**src/source/rv_isa_pkg.sv**
```systemverilog
`default_nettype none

package rv_isa_pkg;

    // major opcodes of the rv32i control transfers
    typedef enum logic [6:0] {
        op_other  = 7'b0000000,
        op_branch = 7'b1100011,
        op_jalr   = 7'b1100111,
        op_jal    = 7'b1101111
    } opcode_e;

    // control-transfer class as seen by the predictor
    typedef enum logic [2:0] {
        cti_none,
        cti_cond_branch,
        cti_jal,          // jal always links, so it counts as a call
        cti_call_jalr,
        cti_ret,
        cti_jalr
    } cti_class_e;

    localparam logic [4:0] reg_zero = 5'd0;
    localparam logic [4:0] reg_ra   = 5'd1; // link register, marks a return

endpackage

`default_nettype wire

```
**src/source/bp_geometry_pkg.sv**
```systemverilog
`default_nettype none

package bp_geometry_pkg;

    localparam int xlen        = 32;
    localparam int ghist_w     = 16;
    localparam int bim_entries = 512;
    localparam int bim_idx_w   = 9;
    localparam int tag_entries = 256; // per tagged table
    localparam int tag_idx_w   = 8;
    localparam int tag_w       = 10;
    localparam int btb_entries = 256;
    localparam int btb_idx_w   = 8;
    localparam int btb_tag_w   = 14;
    localparam int ras_depth   = 32;
    localparam int ras_idx_w   = $clog2(ras_depth);
    localparam int ras_ptr_w   = ras_idx_w + 1; // holds 0..ras_depth

    // 2-bit saturating counter whose msb is the taken prediction
    typedef logic [1:0] ctr_t;

    localparam ctr_t ctr_weak_nt = 2'd1;
    localparam ctr_t ctr_weak_t  = 2'd2;

    typedef enum logic [1:0] {
        prov_bim,
        prov_t0,
        prov_t1
    } provider_e;

    // hashed position of one pc/history pair in a tagged table
    typedef struct packed {
        logic [tag_idx_w-1:0] idx;
        logic [tag_w-1:0]     tag;
    } tag_lookup_t;

    typedef struct packed {
        logic [btb_tag_w-1:0] tag;
        logic [xlen-1:0]      target;
    } btb_entry_t;

    // one resolved control transfer from execute
    typedef struct packed {
        logic                   valid;
        logic                   taken;
        logic                   mispredict;
        logic [xlen-1:0]        pc;
        logic [xlen-1:0]        target;
        logic [ghist_w-1:0]     history;    // history seen at fetch
        rv_isa_pkg::cti_class_e cls;
    } ex_feedback_t;

    function automatic ctr_t ctr_next(input ctr_t c, input logic taken);
        if (taken)
            return (c == 2'd3) ? c : c + 2'd1;
        return (c == 2'd0) ? c : c - 2'd1;
    endfunction

endpackage

`default_nettype wire

```
**src/source/inst_classify.sv**
```systemverilog
`timescale 1ns/1ps
`default_nettype none

module inst_classify (
    input  wire [bp_geometry_pkg::xlen-1:0]  inst_i,
    output rv_isa_pkg::cti_class_e           class_o,
    output logic [bp_geometry_pkg::xlen-1:0] offset_o
);

    rv_isa_pkg::opcode_e opcode;
    logic [4:0] rd;
    logic [4:0] rs1;
    logic [bp_geometry_pkg::xlen-1:0] b_imm;
    logic [bp_geometry_pkg::xlen-1:0] j_imm;

    assign opcode = rv_isa_pkg::opcode_e'(inst_i[6:0]);
    assign rd     = inst_i[11:7];
    assign rs1    = inst_i[19:15];

    // b-type with bit 0 implied zero
    assign b_imm = {{20{inst_i[31]}}, inst_i[7], inst_i[30:25], inst_i[11:8], 1'b0};

    // j-type
    assign j_imm = {{12{inst_i[31]}}, inst_i[19:12], inst_i[20], inst_i[30:21], 1'b0};

    always_comb begin
        class_o  = rv_isa_pkg::cti_none;
        offset_o = '0;
        case (opcode)
            rv_isa_pkg::op_branch: begin
                class_o  = rv_isa_pkg::cti_cond_branch;
                offset_o = b_imm;
            end
            rv_isa_pkg::op_jal: begin
                class_o  = rv_isa_pkg::cti_jal;
                offset_o = j_imm;
            end
            rv_isa_pkg::op_jalr: begin
                // register based target with no static offset
                if (rd == rv_isa_pkg::reg_zero && rs1 == rv_isa_pkg::reg_ra)
                    class_o = rv_isa_pkg::cti_ret;
                else if (rd != rv_isa_pkg::reg_zero)
                    class_o = rv_isa_pkg::cti_call_jalr;
                else
                    class_o = rv_isa_pkg::cti_jalr;   // plain indirect jump
            end
            default: begin
                class_o = rv_isa_pkg::cti_none;
            end
        endcase
    end

endmodule

`default_nettype wire

```
**config.mk**
```make
export PLATFORM = sky130hd
export DESIGN_NAME = inst_classify
export DESIGN_NICKNAME = d
export VERILOG_FILES = /design/src/source/rv_isa_pkg.sv /design/src/source/bp_geometry_pkg.sv /design/src/source/inst_classify.sv
export SDC_FILE = /design/constraint.sdc
export NUM_CORES = 1
export LEC_CHECK = 0
export ABC_AREA = 1
export BUFFER_PORTS_ARGS = -buffer_cell sky130_fd_sc_hd__clkbuf_2
export CAP_MARGIN = 0
export CELL_PAD_IN_SITES_DETAIL_PLACEMENT = 1
export CELL_PAD_IN_SITES_GLOBAL_PLACEMENT = 1
export CORE_UTILIZATION = 23
export DETAILED_ROUTE_END_ITERATION = 6
export PLACE_DENSITY_LB_ADDON = 0.1
export SLEW_MARGIN = 20
export SYNTH_ARGS = -nofsm -noshare
export SYNTH_HDL_FRONTEND = slang
export SYNTH_SLANG_ARGS = --single-unit
```
**constraint.sdc**
```tcl
create_clock -name vclk -period 1.6
set_input_delay 0.16 -clock vclk [all_inputs]
set_output_delay 0.16 -clock vclk [all_outputs]
set_load 0.1 [all_outputs]
```
==> results.cfg <==
[status]
status = completed

[power]
ir_drop_uv = 114
p_leak_uw = 0.000679
p_per_area_nw_per_um2 = 128

[cts]
post_cts_resized = 0
cts_hold_buf = 0
post-cts-setup-buffers = 0

[finish]
seq_cells = 0
drive_gt1_frac = 0.586
final_area_um2 = 1370
layout.nets = 186
fill_cells = 300
regArea_um2 = 0
multi_input_area_um2 = 433
syn2layout_area_growth_pct = 129
n_antenna_cell = 0
clkbuf_count = 0

[placed_design]
place.port_buffers = 66
dpl_cell_area_um2 = 1370
routabilityCongestion = 0.648
dp_slack_ns = 0.202
hpwl_mm = 1.86

[yosys]
yosys.area.top_type = nand3_2
netlist_area_um2 = 599
synthCells = 98
synth_top_area_frac = 0.184
ys_seq_area_frac = 0
synthTopCellsByCount = 29 x nand2_1, 19 x nand3_1, 12 x buf_4, 11 x nand3_2, 6 x inv_1
syn_avg_cell_area_um2 = 6.12
synth_area_leaders = nand3_2 18%, nand2_1 18%, nand3_1 16%
yosysWarnings = 0
synth.net_count = 130
yosysMostFrequentCell = nand2_1
synth.distinct_cells = 19

[floorplan]
io_pins = 67
fp.dieW_um = 53.0
start_util = 0.242
die_area_um2 = 2810
rows = 18
coreArea_um2 = 2480
die_h_um = 53.0

[sta]
fin_crit_sh = 0.865
hold_violations = 0
tns_ns = 0
fin_ws_ns = 0.216
fmax_mhz = 723
rsz0062_at_grt = false
finalSetupViolations = 0
period_minus_slack_ns = 1.38
drv_slew = 0

[worst_hold_path]
hp-class = in -> out

[setup_path]
cp_cell_sequence = clkbuf_2 > nand2_1 > nor2_4 > buf_4 > nand3_1 > nand2_1 > buf_12
cp_num_buf_inv = 3
crit_top_cell = nand2_1
cp_max_fo = 21
start_kind = input port
crit_slowest_cell = buf_4
endpoint_kind = primary output
arrival_ns = 1.22
path_class = in -> out
slowest_delay_ns = 0.30
worstPathRequired_ns = 1.44
crit_family = buffers and inverters

[detailed_routing]
drc = 0
routedWlPerCell_um = 11.5
vias = 824
final_antenna_net_count = 0
drt_iter0_markers = 3
via_per_inst = 4.53
drt_first_pass_iters = 4
routed_wl_mm = 2.09

[global_route]
antenna_found_initial = 0
grt_max_degree = 22
grt_first_pass_wirelength_mm = 3.22
globalRouteTotalUtil = 0.148
overflow = 0
grt_pass1_vias = 780

[job]
drv_cap = 0
==> logic make-up after synthesis <==
family,Yosys count,share of synthesized area
simple gates,72,0.687
buf+inv,23,0.290
other cells,1,0.00626
compound gates,2,0.0167
==> cells in the final DEF, fill, tap and decap left out <==
cell type and instances:
nand3_1 19, conb_1 1, buf_4 5, nand4_1 1
nor2_8 1, o21ai_1 2, or2_2 1, nand2_1 28
nand2_4 1, clkbuf_2 32, buf_12 34, inv_1 6
nor2_1 5, nand2_2 2, and2_1 1, nor3_4 1
nand3_2 11, nor2_4 1
==> tightest hold or removal path, stage by stage <==
cell and delay (ns):
clkbuf_2 0.09, nand3_2 0.06, nand2_1 0.08, buf_12 0.17
==> where the power goes <==
group          switching, µW  leakage, µW  total [µW]  internal (µW)
clock network              0            0           0              0
registers                  0            0           0              0
logic                    112     0.000679         175           63.0
total                    112     0.000679         175           63.0
==> path summary, 6_finish.rpt <==
kind | end | startpoint | depth (start not counted) | slack [ns]
hold / removal | offset_o[3] | inst_i[23] | 4 | 0.72
setup / recovery | offset_o[4] | inst_i[6] | 7 | 0.22
==> through the flow <==
stage / total power (µW) / util / hold WS (ns) / instances
6_report: 175 / 0.554 / 0.720 / 182
3_5_place_dp: 176 / 0.554 / 0.723 / 182
3_3_place_gp: 173 / 0.554 / 0.717 / 182
5_1_grt: 186 / 0.554 / 0.736 / 182
2_1_floorplan: 101 / - / 0.611 / 98
4_1_cts: 177 / 0.554 / 0.724 / 182
==> routing by layer <==
layer	GRT usage	routed length, µm
met5	0	0
met4	0	0
met2	0.316	1180
met1	0.162	806
met3	0.0115	108
==> final cells by class <==
type / instances / area share
inverter: 6 / 0.0164
multi-input combinational: 75 / 0.316
timing repair buffer: 71 / 0.641
tap: 30 / 0.0274
No activity file was read; power rests on OpenSTA's default activity.
