<file path="src/source/rv_isa_pkg.sv">
`default_nettype none

package rv_isa_pkg;

    // major opcodes of the rv32i control transfers
    typedef enum logic [6:0] {
        op_other  = 7'b0000000,
        op_branch = 7'b1100011,
        op_jalr   = 7'b1100111,
        op_jal    = 7'b1101111
    } opcode_e;

    // control-transfer class as seen by the predictor
    typedef enum logic [2:0] {
        cti_none,
        cti_cond_branch,
        cti_jal,          // jal always links, so it counts as a call
        cti_call_jalr,
        cti_ret,
        cti_jalr
    } cti_class_e;

    localparam logic [4:0] reg_zero = 5'd0;
    localparam logic [4:0] reg_ra   = 5'd1; // link register, marks a return

endpackage

`default_nettype wire

</file>
<file path="src/source/bp_geometry_pkg.sv">
`default_nettype none

package bp_geometry_pkg;

    localparam int xlen        = 32;
    localparam int ghist_w     = 16;
    localparam int bim_entries = 512;
    localparam int bim_idx_w   = 9;
    localparam int tag_entries = 256; // per tagged table
    localparam int tag_idx_w   = 8;
    localparam int tag_w       = 10;
    localparam int btb_entries = 256;
    localparam int btb_idx_w   = 8;
    localparam int btb_tag_w   = 14;
    localparam int ras_depth   = 32;
    localparam int ras_idx_w   = $clog2(ras_depth);
    localparam int ras_ptr_w   = ras_idx_w + 1; // holds 0..ras_depth

    // 2-bit saturating counter whose msb is the taken prediction
    typedef logic [1:0] ctr_t;

    localparam ctr_t ctr_weak_nt = 2'd1;
    localparam ctr_t ctr_weak_t  = 2'd2;

    typedef enum logic [1:0] {
        prov_bim,
        prov_t0,
        prov_t1
    } provider_e;

    // hashed position of one pc/history pair in a tagged table
    typedef struct packed {
        logic [tag_idx_w-1:0] idx;
        logic [tag_w-1:0]     tag;
    } tag_lookup_t;

    typedef struct packed {
        logic [btb_tag_w-1:0] tag;
        logic [xlen-1:0]      target;
    } btb_entry_t;

    // one resolved control transfer from execute
    typedef struct packed {
        logic                   valid;
        logic                   taken;
        logic                   mispredict;
        logic [xlen-1:0]        pc;
        logic [xlen-1:0]        target;
        logic [ghist_w-1:0]     history;    // history seen at fetch
        rv_isa_pkg::cti_class_e cls;
    } ex_feedback_t;

    function automatic ctr_t ctr_next(input ctr_t c, input logic taken);
        if (taken)
            return (c == 2'd3) ? c : c + 2'd1;
        return (c == 2'd0) ? c : c - 2'd1;
    endfunction

endpackage

`default_nettype wire

</file>
<file path="src/source/return_stack.sv">
`timescale 1ns/1ps
`default_nettype none

module return_stack (
    input  wire                                clk,
    input  wire                                rst,
    input  wire bp_geometry_pkg::ex_feedback_t ex_i,
    output logic                               empty_o,
    output logic [bp_geometry_pkg::xlen-1:0]   top_o
);

    logic [bp_geometry_pkg::xlen-1:0]      stack_q [bp_geometry_pkg::ras_depth];
    logic [bp_geometry_pkg::ras_ptr_w-1:0] ptr_q;   // current depth
    logic [bp_geometry_pkg::ras_idx_w-1:0] wr_idx;
    logic [bp_geometry_pkg::ras_idx_w-1:0] top_idx;
    logic push;
    logic pop;
    logic full;

    assign push = ex_i.valid && (ex_i.cls == rv_isa_pkg::cti_jal ||
                                 ex_i.cls == rv_isa_pkg::cti_call_jalr);
    assign pop  = ex_i.valid && (ex_i.cls == rv_isa_pkg::cti_ret) && !empty_o;

    assign full    = (ptr_q == bp_geometry_pkg::ras_ptr_w'(bp_geometry_pkg::ras_depth));
    assign empty_o = (ptr_q == '0);

    // low bits wrap to entry 0 when full
    assign wr_idx  = ptr_q[bp_geometry_pkg::ras_idx_w-1:0];
    assign top_idx = wr_idx - bp_geometry_pkg::ras_idx_w'(1);
    assign top_o   = stack_q[top_idx];

    always_ff @(posedge clk or posedge rst) begin
        if (rst) begin
            ptr_q <= '0;
        end else if (push) begin
            ptr_q <= full ? bp_geometry_pkg::ras_ptr_w'(1) : ptr_q + 1'b1;
        end else if (pop) begin
            ptr_q <= ptr_q - 1'b1;
        end
    end

    always_ff @(posedge clk) begin
        if (push)
            stack_q[wr_idx] <= ex_i.pc + bp_geometry_pkg::xlen'(4); // return address
    end

    a_depth_bound: assert property (@(posedge clk) disable iff (rst)
        ptr_q <= bp_geometry_pkg::ras_depth);

endmodule

`default_nettype wire

</file>
<file path="config.mk">
export PLATFORM = sky130hd
export DESIGN_NAME = return_stack
export DESIGN_NICKNAME = d
export VERILOG_FILES = /design/src/source/rv_isa_pkg.sv /design/src/source/bp_geometry_pkg.sv /design/src/source/return_stack.sv
export SDC_FILE = /design/constraint.sdc
export NUM_CORES = 1
export LEC_CHECK = 0
export BUFFER_PORTS_ARGS = -buffer_cell sky130_fd_sc_hd__clkbuf_2
export CAP_MARGIN = 5
export CORE_MARGIN = 4
export CORE_UTILIZATION = 55
export DETAILED_ROUTE_END_ITERATION = 7
export PLACE_DENSITY = 0.7
export SLEW_MARGIN = 0
export SYNTH_ARGS = -nofsm -noshare
export SYNTH_HDL_FRONTEND = slang
export SYNTH_SLANG_ARGS = --single-unit
</file>
<file path="constraint.sdc">
create_clock -name clk -period 3.87 [get_ports clk]
set_input_delay 0.774 -clock clk [delete_from_list [all_inputs] [get_ports clk]]
set_output_delay 0.774 -clock clk [all_outputs]
set_load 0.1 [all_outputs]
</file>
==> results of run 1 <==
## layout make-up
class / instances / area, sq um / share of cell area [%]
tap: 959 / 1200 / 2.494
timing repair buffer: 245 / 3048 / 6.335
clock buffer: 119 / 2571 / 5.344
sequential: 1030 / 30910 / 64.23
antenna: 4 / 10.01 / 0.02080
inverter: 8 / 32.53 / 0.06761
multi-input combinational: 666 / 9871 / 20.51
clock inverter: 50 / 476.7 / 0.9908
## cells by family after synthesis
group | share of synthesized area [%]
xor+xnor | 0.6710
mux | 16.62
fa+ha+maj | 0.2164
simple gates | 2.016
buf+inv | 1.664
compound gates | 2.449
flops | 76.36
## report_power, final
group	total (mW)	switching [mW]	internal, mW
Combinational	19.1	11.0	8.06
Sequential	12.6	0.132	12.5
Clock	9.20	3.91	5.29
## critical path: cells and delay by family (launching register included)
family / cells / cell delay [ps]
AO/OA/AOI/OAI: 2 / 630
XOR/XNOR: 1 / 240
adder cells (fa/ha/maj): 1 / 190
buffers and inverters: 5 / 770
flip-flops: 1 / 500
AND/OR/NAND/NOR: 1 / 60
## cell usage in the layout, fill, tap and decap left out, types with 9 or more instances in the layout
master | Yosys | routed
buf_16 | 0 | 12
a221oi_4 | 0 | 32
a32o_2 | 0 | 12
nor2_4 | 0 | 33
a32o_1 | 32 | 20
buf_12 | 1 | 60
clkbuf_1 | 15 | 17
mux4_2 | 256 | 256
edfxtp_1 | 1024 | 1024
bufinv_16 | 0 | 9
nand2_1 | 84 | 84
buf_4 | 14 | 111
xnor2_2 | 0 | 20
clkbuf_2 | 0 | 38
clkinv_1 | 0 | 20
clkbuf_16 | 0 | 106
nand3_1 | 17 | 17
clkinv_2 | 0 | 15
a21oi_1 | 11 | 11
mux2i_1 | 96 | 91
nor2_1 | 47 | 14
## Yosys cell counts, drive strengths merged, types with 11 or more instances
library cell	n	area, sq um
xnor2	23	201.4
nand3	17	85.08
mux4	256	5766
buf	81	579.3
mux2i	96	960.9
clkbuf	16	63.81
a221oi	32	468.0
a21oi	11	55.05
nor2	47	176.4
edfxtp	1024	30750
nand2	84	315.3
a32o	32	320.3
## how the worst min path moves through the flow
stage,depth (start not counted),startpoint,end,slack [ps]
6_report,1,ptr_q[5]$_DFFE_PP0P_,ptr_q[5]$_DFFE_PP0P_,540
5_1_grt,2,ex_i[61],stack_q[21][10]$_DFFE_PP_,550
4_1_cts,1,ptr_q[5]$_DFFE_PP0P_,ptr_q[5]$_DFFE_PP0P_,530
3_5_place_dp,1,ptr_q[5]$_DFFE_PP0P_,ptr_q[5]$_DFFE_PP0P_,520
3_3_place_gp,1,ptr_q[5]$_DFFE_PP0P_,ptr_q[5]$_DFFE_PP0P_,510
2_1_floorplan,1,ptr_q[5]$_DFFE_PP0P_,ptr_q[5]$_DFFE_PP0P_,480
## what timing repair did
item                                    CTS  global route
setup buffers                             8            14
gates resized for setup                  28            35
hold endpoints to repair                  6             0
pin swaps                                 3             8
endpoints found under the setup margin   32            30
hold buffers                              1             0
cloned                                    6             9
## metrics by stage
stage | cell area, sq um | TNS (ps)
2_1_floorplan | 40860 | -260.5
3_3_place_gp | 44150 | 0
3_5_place_dp | 44150 | 0
4_1_cts | 47580 | -20.36
5_1_grt | 48110 | -434.7
6_report | 48110 | 0
## flip-flops by register name (all words and copies together), names as in the netlist
name and count:
ptr_q 6, stack_q 1024
## layer usage
layer	up-vias	wire (microns)	global-route usage [%]	share of wire [%]
li1	8118	-	-	-
met1	10680	36360	33.55	37
met2	1049	50640	42.36	51
met3	185	8405	4.548	8.5
met4	2	3394	8.903	3.4
met5	-	11	0	0.011
==> impl_metrics.yaml, run 1 <==
cts:
  cts_max_path_buffers: 3
  numCtsBuffers: 97
  clock_latency_ps: 650
  path_clk_slew_ps: 60
  cts.sinks: 1030
  cts_htree_levels: 3
  cts_tree: "yes"
  ctsRootBufferMaster: "clkbuf_16"
placed_design:
  place_worst_setup_slack_ps: 164.1
  dp.cells: 2867
  dp_hpwl_microns: 54850
  place_congestion: 0.7975
  io_buffer_count: 70
power_and_ir_drop:
  peakVddDrop_mv: 1.839
  p_leak_nw: 15.73
  power_density_nw_per_um2: 849.2
  power.total_mw: 40.86
setup_path:
  start_kind: "flop"
  r2r_cells: 5
  worstPathRequired_ps: 3100
  cp_slowest_stage_delay_ps: 500
  cp-startpoint: "ptr_q[0]$_DFFE_PP0P_"
  cp_cell_sequence: "inv_4 -> ha_4 -> xor2_4 -> buf_12 -> buf_12 -> buf_4 -> nand2_1 -> a32o_1 -> a221oi_4 -> buf_12"
  worstReg2RegEnd: "stack_q[1][13]$_DFFE_PP_"
  crit_end: "top_o[14]"
  crit_slowest_cell: "dfrtp_4"
  cp_max_fo: 9
  crit_top_cell: "buf_12"
  arrival_ps: 3090
  reg2reg_from: "ptr_q[0]$_DFFE_PP0P_"
  endpoint_kind: "output pin"
  rrSetupSlack_ps: 1190
  crit_type: "flop to output pin"
timing:
  slew_viol_final: 0
  slew_headroom_pct: 22.48
  finalSetupViolCount: 0
  fin_skew_ps: 25.88
  period_minus_slack_ps: 3862
  rsz0062_at_grt: "true"
  fmax_mhz: 258.9
  postLayoutSetupSlackWorst_ps: 7.856
  finalCritPeriodShare_pct: 99.80
  hold_ws_ps: 536.6
  worst_pin_slew_ps: 1157
  finalHoldViolations: 0
detailed_routing:
  dr.pass1.iters: 7
  drc: 0
  drtIter0Drc: 2597
  wl_per_cell_microns: 32.07
  wl_microns: 98810
  drtAntennaViolNets: 0
  via_count: 20030
  vias_per_cell: 6.502
outcome:
  status: "completed"
global_routing:
  grt-ovfl-total: 0
  grt_use_total_pct: 25.14
  grt_max_degree: 40
  antenna_found_initial: 4
  grt_pass1_vias: 20330
  grt_pass1_wl_microns: 140700
final_layout:
  final_cells: 3081
  fin_nets: 2143
  drive_above_1_share_pct: 35.98
  area_growth_pct: 18.90
  utilization_pct: 65.95
  fill_cells: 4542
synth:
  ys_types: 43
  synthFlopType: "edfxtp_1"
  yosysWarnings: 0
  async_flop_share_pct: 0.5825
  syn_inst: 1801
  synth_area_sq_um: 40470
  synth_edf_count: 1024
  syn_nets: 1896
  ys_ff_latch: 1030
  ys_seq_area_share_pct: 76.36
  avgSynthCellArea_sq_um: 22.47
floorplan:
  fp.coreArea_sq_um: 72960
  die_y_microns: 279.2
  die_w_microns: 279.2
  ioPinCount: 121
  die-area_sq_um: 77980
  placementRows: 99
  initial_core_util_pct: 55.46
flow_run:
  cap_violations: 0
min_path:
  worstHoldPathType: "flop to flop"
Power figures use the tool's default switching activity.
==> inputs of run 2 (changes only) <==
Settings changed: PLACE_DENSITY 0.7 to 0.69, RECOVER_POWER from default to 100.
==> run 2 against run 1 <==
The flow now finishes with violations (capacitance limit, slew limit, setup timing). Global-route usage up 1.5 points. Utilization up 0.94 points. Via count up 1.9%. Maximum frequency down 4.0%. Sequential cell count unchanged.
==> impl_metrics.yaml, run 2 (same netlist as run 1, synthesis figures left out) <==
outcome:
  status: "finished with violations"
  failed_checks: "capacitance limit, slew limit, setup timing"
timing:
  worst_pin_slew_ps: 2089
  fin_skew_ps: 23.01
  slew_headroom_pct: -40.24
  postLayoutSetupSlackWorst_ps: -153.0
  rsz0062_at_grt: "true"
  finalSetupViolCount: 31
  fmax_mhz: 248.6
  period_minus_slack_ps: 4023
  finalHoldViolations: 0
  tns_ps: -2846
  finalCritPeriodShare_pct: 104.0
  slew_viol_final: 66
power_and_ir_drop:
  switchingPower_mw: 15.77
  switching_share_pct: 36.95
  power.total_mw: 42.69
  p_leak_nw: 15.96
  p_int_mw: 26.92
  p_seq_share_pct: 29.5
  power_density_nw_per_um2: 874.8
  peakVddDrop_mv: 1.969
  clock_power_share_pct: 22.7
  p_comb_share_pct: 47.8
global_routing:
  grtUsageMet2_pct: 44.92
  grt_pass1_vias: 20520
  met1_usage_pct: 36.03
  antenna_found_initial: 2
  grt_use_total_pct: 26.64
  top_usage_layer: "met2"
  grt_pass1_wl_microns: 147600
  grt_max_degree: 51
  grt_util_met3_pct: 5.151
  grt-ovfl-total: 0
final_layout:
  fin_nets: 2152
  antennaDiodeCount: 0
  mostFrequentLayoutCells: "edfxtp_1, mux4_2, clkbuf_16"
  largest_register_ff_count: 1024
  area_growth_pct: 20.60
  layout_commonest_cell: "edfxtp_1"
  reg_top3: "stack_q: 1024 flops, ptr_q: 6 flops"
  drive_above_1_share_pct: 38.45
  top_register: "stack_q"
  utilization_pct: 66.89
detailed_routing:
  drtAntennaViolNets: 0
  via_count: 20410
  drtIter0Drc: 2712
  drc: 0
  vias_per_cell: 6.590
  dr.pass1.iters: 5
  wl_per_cell_microns: 33.76
  wl_microns: 104600
cts:
  cts_htree_levels: 3
  path_clk_slew_ps: 60
  cts_tree: "yes"
  numCtsBuffers: 99
  cts_max_path_buffers: 3
  cts.sinks: 1030
  clock_latency_ps: 650
  ctsRootBufferMaster: "clkbuf_16"
setup_path:
  start_kind: "flop"
  worstPathRequired_ps: 3100
  cp_slowest_stage_delay_ps: 480
  rrSetupSlack_ps: 1140
  r2r_cells: 6
  endpoint_kind: "output pin"
  crit_top_cell: "buf_12"
  cp_cell_sequence: "clkinvlp_4 -> ha_4 -> buf_12 -> buf_12 -> bufbuf_16 -> mux4_2 -> mux2i_1 -> a221oi_4 -> buf_12"
  cp_max_fo: 9
  crit_type: "flop to output pin"
  crit_slowest_cell: "dfrtp_4"
  arrival_ps: 3250
floorplan:
  die_y_microns: 279.2
  ioPinCount: 121
  die_w_microns: 279.2
  die-area_sq_um: 77980
  initial_core_util_pct: 55.46
  fp.coreArea_sq_um: 72960
  placementRows: 99
placed_design:
  dp_hpwl_microns: 53390
  io_buffer_count: 70
  place_congestion: 0.8475
flow_run:
  cap_violations: 2
min_path:
  worstHoldPathType: "input pin to asynchronous set/reset pin"
-- run 2: cell types whose count changed in the layout (fill, tap and decap cells not counted), moves of 18 or more --
cell / previous run / this run
mux2i_1: 91 / 63
a32o_2: 12 / 30
a32o_1: 20 / 2
buf_4: 111 / 89
mux2i_2: 5 / 29
-- run 2: cell type report --
type,count,area [sq um]
clock buffers,123,2618
flip-flops and latches,1030,30900
inverters,8,33.78
clock inverters,59,651.9
fillers,4355,24160
repair buffers,252,3352
well taps,959,1200
multi-input cells,666,10040
-- run 2: power by group through the flow --
stage	Combinational (mW)	Clock (mW)	Sequential, mW
2_1_floorplan	11.9	0	12.8
3_3_place_gp	17.3	0	12.8
3_5_place_dp	17.4	0	12.8
4_1_cts	19.6	9.77	12.6
5_1_grt	21.0	10.3	12.6
6_report	20.4	9.69	12.6
-- run 2: path summary, 6_finish.rpt --
kind	from	to
hold reg to reg	ptr_q[5]$_DFFE_PP0P_	ptr_q[5]$_DFFE_PP0P_
max in group asynchronous	rst	ptr_q[0]$_DFFE_PP0P_
setup / recovery	ptr_q[0]$_DFFE_PP0P_	top_o[13]
min in group clk	ptr_q[5]$_DFFE_PP0P_	ptr_q[5]$_DFFE_PP0P_
hold / removal	rst	ptr_q[5]$_DFFE_PP0P_
setup reg to reg	ptr_q[0]$_DFFE_PP0P_	stack_q[3][13]$_DFFE_PP_
-- run 2: per-stage QoR --
stage,std cells,cell area (sq um),setup slack [ps],hold WS (ps)
5_1_grt,3097,48800,-216.1,32.08
3_5_place_dp,2851,44030,203.3,527.2
3_3_place_gp,2851,44030,236.2,504.6
2_1_floorplan,1801,40860,-9.654,480.7
6_report,3097,48800,-153.0,27.03
4_1_cts,3078,48400,-106.1,3.425
-- run 2: per-layer routing --
layer	wire, microns	vias up
met3	8770	178
met2	53470	1126
met5	25	-
li1	-	8175
met1	39400	10930
met4	2899	4
-- run 2: timing repair --
action,4_1_cts,5_1_grt
pin swaps,11,17
endpoints found under the setup margin,32,32
hold buffers,0,0
gates cloned,19,8
buffers inserted,27,13
endpoints found under the hold margin,0,0
resized for setup,98,51
-- run 2: critical path: cells and delay by family (launching register included) --
family / cells / cell delay, ps
adder cells (fa/ha/maj): 1 / 360
buffers and inverters: 5 / 1020
AO/OA/AOI/OAI: 1 / 400
flip-flops: 1 / 480
multiplexers: 2 / 300
==> inputs of run 3 (changes only) <==
Settings changed: CORE_MARGIN 4 to 1.5.
==> run 3 against run 2 <==
The flow still finishes with violations (capacitance limit, slew limit, setup timing). Final cell count about the same. Non-clock buffer count up 1. Critical path type unchanged. Worst hold slack worse by 2.0 ps. Critical endpoint is now top_o[9]. First-iteration DRC count down 11%. Largest cell class unchanged. Register-to-register slack worse by 460 ps. Clock power up 1%. Utilization down 0.082 points. Maximum frequency about the same. Critical path depth up 1.
==> impl_metrics.yaml, run 3 (same netlist as run 1, synthesis figures left out) <==
outcome:
  status: "finished with violations"
  failed_checks: "capacitance limit, slew limit, setup timing"
floorplan:
  die_y_microns: 274.2
  placementRows: 99
  die-area_sq_um: 75210
  die_w_microns: 274.2
  fp.coreArea_sq_um: 72830
  initial_core_util_pct: 55.56
  ioPinCount: 121
global_routing:
  grt_pass1_vias: 20620
  grt_max_degree: 38
  grtUsageMet2_pct: 45.55
  antenna_found_initial: 2
  top_usage_layer: "met2"
  grt_pass1_wl_microns: 146100
  grt_use_total_pct: 27.77
  grt-ovfl-total: 0
  met1_usage_pct: 38.78
  grt_util_met3_pct: 4.090
cts:
  numCtsBuffers: 100
  cts_tree: "yes"
  path_clk_slew_ps: 60
  clock_latency_ps: 640
  cts_max_path_buffers: 3
  cts_htree_levels: 3
  ctsRootBufferMaster: "clkbuf_16"
  cts.sinks: 1030
final_layout:
  utilization_pct: 66.81
  largest_register_ff_count: 1024
  drive_above_1_share_pct: 38.45
  area_growth_pct: 20.25
  fin_nets: 2154
  mostFrequentLayoutCells: "edfxtp_1, mux4_2, clkbuf_16"
  reg_top3: "stack_q: 1024 flops, ptr_q: 6 flops"
  fill_cells: 4444
  top_register: "stack_q"
  multi_input_area_sq_um: 10010
  layout_commonest_cell: "edfxtp_1"
  seq_area_sq_um: 30900
  final_cells: 3095
power_and_ir_drop:
  clock_power_share_pct: 23.1
  switchingPower_mw: 15.54
  p_comb_share_pct: 47.3
  peakVddDrop_mv: 1.619
  switching_share_pct: 36.57
  power_density_nw_per_um2: 873.5
  p_seq_share_pct: 29.6
  p_leak_nw: 15.92
  p_int_mw: 26.96
timing:
  finalSetupViolCount: 32
  slew_headroom_pct: -59.02
  rsz0062_at_grt: "true"
  postLayoutSetupSlackWorst_ps: -152.7
  hold_ws_ps: 25.07
  finalHoldViolations: 0
  finalCritPeriodShare_pct: 103.9
  fmax_mhz: 248.6
  worst_pin_slew_ps: 2368
  period_minus_slack_ps: 4023
  slew_viol_final: 66
  fin_skew_ps: 18.25
placed_design:
  place_congestion: 0.7883
  place_worst_setup_slack_ps: 176.3
  dp_hpwl_microns: 52820
  io_buffer_count: 70
  dp.cells: 2859
flow_run:
  cap_violations: 2
setup_path:
  cp_max_fo: 7
  crit_slowest_cell: "dfrtp_4"
  start_kind: "flop"
  critical_path.top_delay_family: "buffers and inverters"
  arrival_ps: 3250
  rrSetupSlack_ps: 680
  worstPathRequired_ps: 3100
  cp_slowest_stage_delay_ps: 520
  path_buf_inv: 5
  crit_type: "flop to output pin"
  cp_cell_sequence: "clkinvlp_4 -> ha_4 -> buf_6 -> xor2_4 -> buf_12 -> buf_4 -> nand2_1 -> a32o_2 -> a221oi_4 -> buf_12"
  crit_top_cell: "buf_12"
  endpoint_kind: "output pin"
detailed_routing:
  wl_microns: 101800
  via_count: 20360
  drtAntennaViolNets: 0
  dr.pass1.iters: 6
  wl_per_cell_microns: 32.90
  vias_per_cell: 6.578
  drc: 0
  drtIter0Drc: 2419
min_path:
  worstHoldPathType: "input pin to asynchronous set/reset pin"
-- run 3: changes by cell type in the layout (fill, tap and decap cells not counted), sizes merged --
cell,previous run,this run
clkinv,41,32
clkbuf,178,171
bufbuf,3,8
clkinvlp,2,7
buf,194,198
inv,11,9
bufinv,13,14
diode,0,1
-- run 3: metal layers --
| metal | wire length [microns] | share of wire (%) |
|---|---|---|
| met4 | 3334 | 3.3 |
| met5 | 14 | 0.014 |
| met2 | 50770 | 50 |
| met3 | 8182 | 8.0 |
| met1 | 39520 | 39 |
-- run 3: what timing repair did --
item,CTS,global route
endpoints found under the hold margin,0,0
gates resized for setup,106,21
setup buffers,36,3
gates cloned,15,0
hold buffers,0,0
setup endpoints to repair,32,32
pin swaps,22,13
-- run 3: stage by stage --
stage                     TNS [ps]  total power [mW]  area, sq um
after global routing         -4893             43.70        48660
after CTS                    -2796             42.42        48570
after detailed placement         0             30.43        44110
final                        -2829             42.50        48660
after floorplan             -260.5             24.66        40860
after global placement           0             30.29        44110
-- run 3: final timing paths --
kind	startpoint	endpoint	cells past startpoint
setup reg to reg	ptr_q[0]$_DFFE_PP0P_	stack_q[23][13]$_DFFE_PP_	7
min in group clk	ptr_q[5]$_DFFE_PP0P_	ptr_q[5]$_DFFE_PP0P_	1
hold reg to reg	ptr_q[5]$_DFFE_PP0P_	ptr_q[5]$_DFFE_PP0P_	1
hold / removal	rst	ptr_q[0]$_DFFE_PP0P_	2
setup / recovery	ptr_q[0]$_DFFE_PP0P_	top_o[9]	10
max in group asynchronous	rst	ptr_q[0]$_DFFE_PP0P_	2
-- run 3: area by class of cell --
cell class	count	area share, %
antenna	1	0.005143
clock buffer	124	5.459
clock inverter	54	1.293
inverter	8	0.06943
multi-input combinational	666	20.57
sequential	1030	63.51
tap	959	2.466
timing repair buffer	253	6.621
-- run 3: worst reg2reg max path, stage by stage (launching register included) --
cell	delay, ps
dfrtp_4	470
buf_4	200
buf_4	170
bufbuf_16	410
ha_1	210
nand2_1	490
nor2_4	560
buf_12	330
-- run 3: power by group through the flow --
stage                     Combinational, mW  Clock, mW  Sequential (mW)
after floorplan                        11.9          0             12.8
after global placement                 17.5          0             12.8
after detailed placement               17.6          0             12.8
after CTS                              20.0       9.89             12.6
after global routing                   20.8       10.3             12.6
final                                  20.1       9.81             12.6
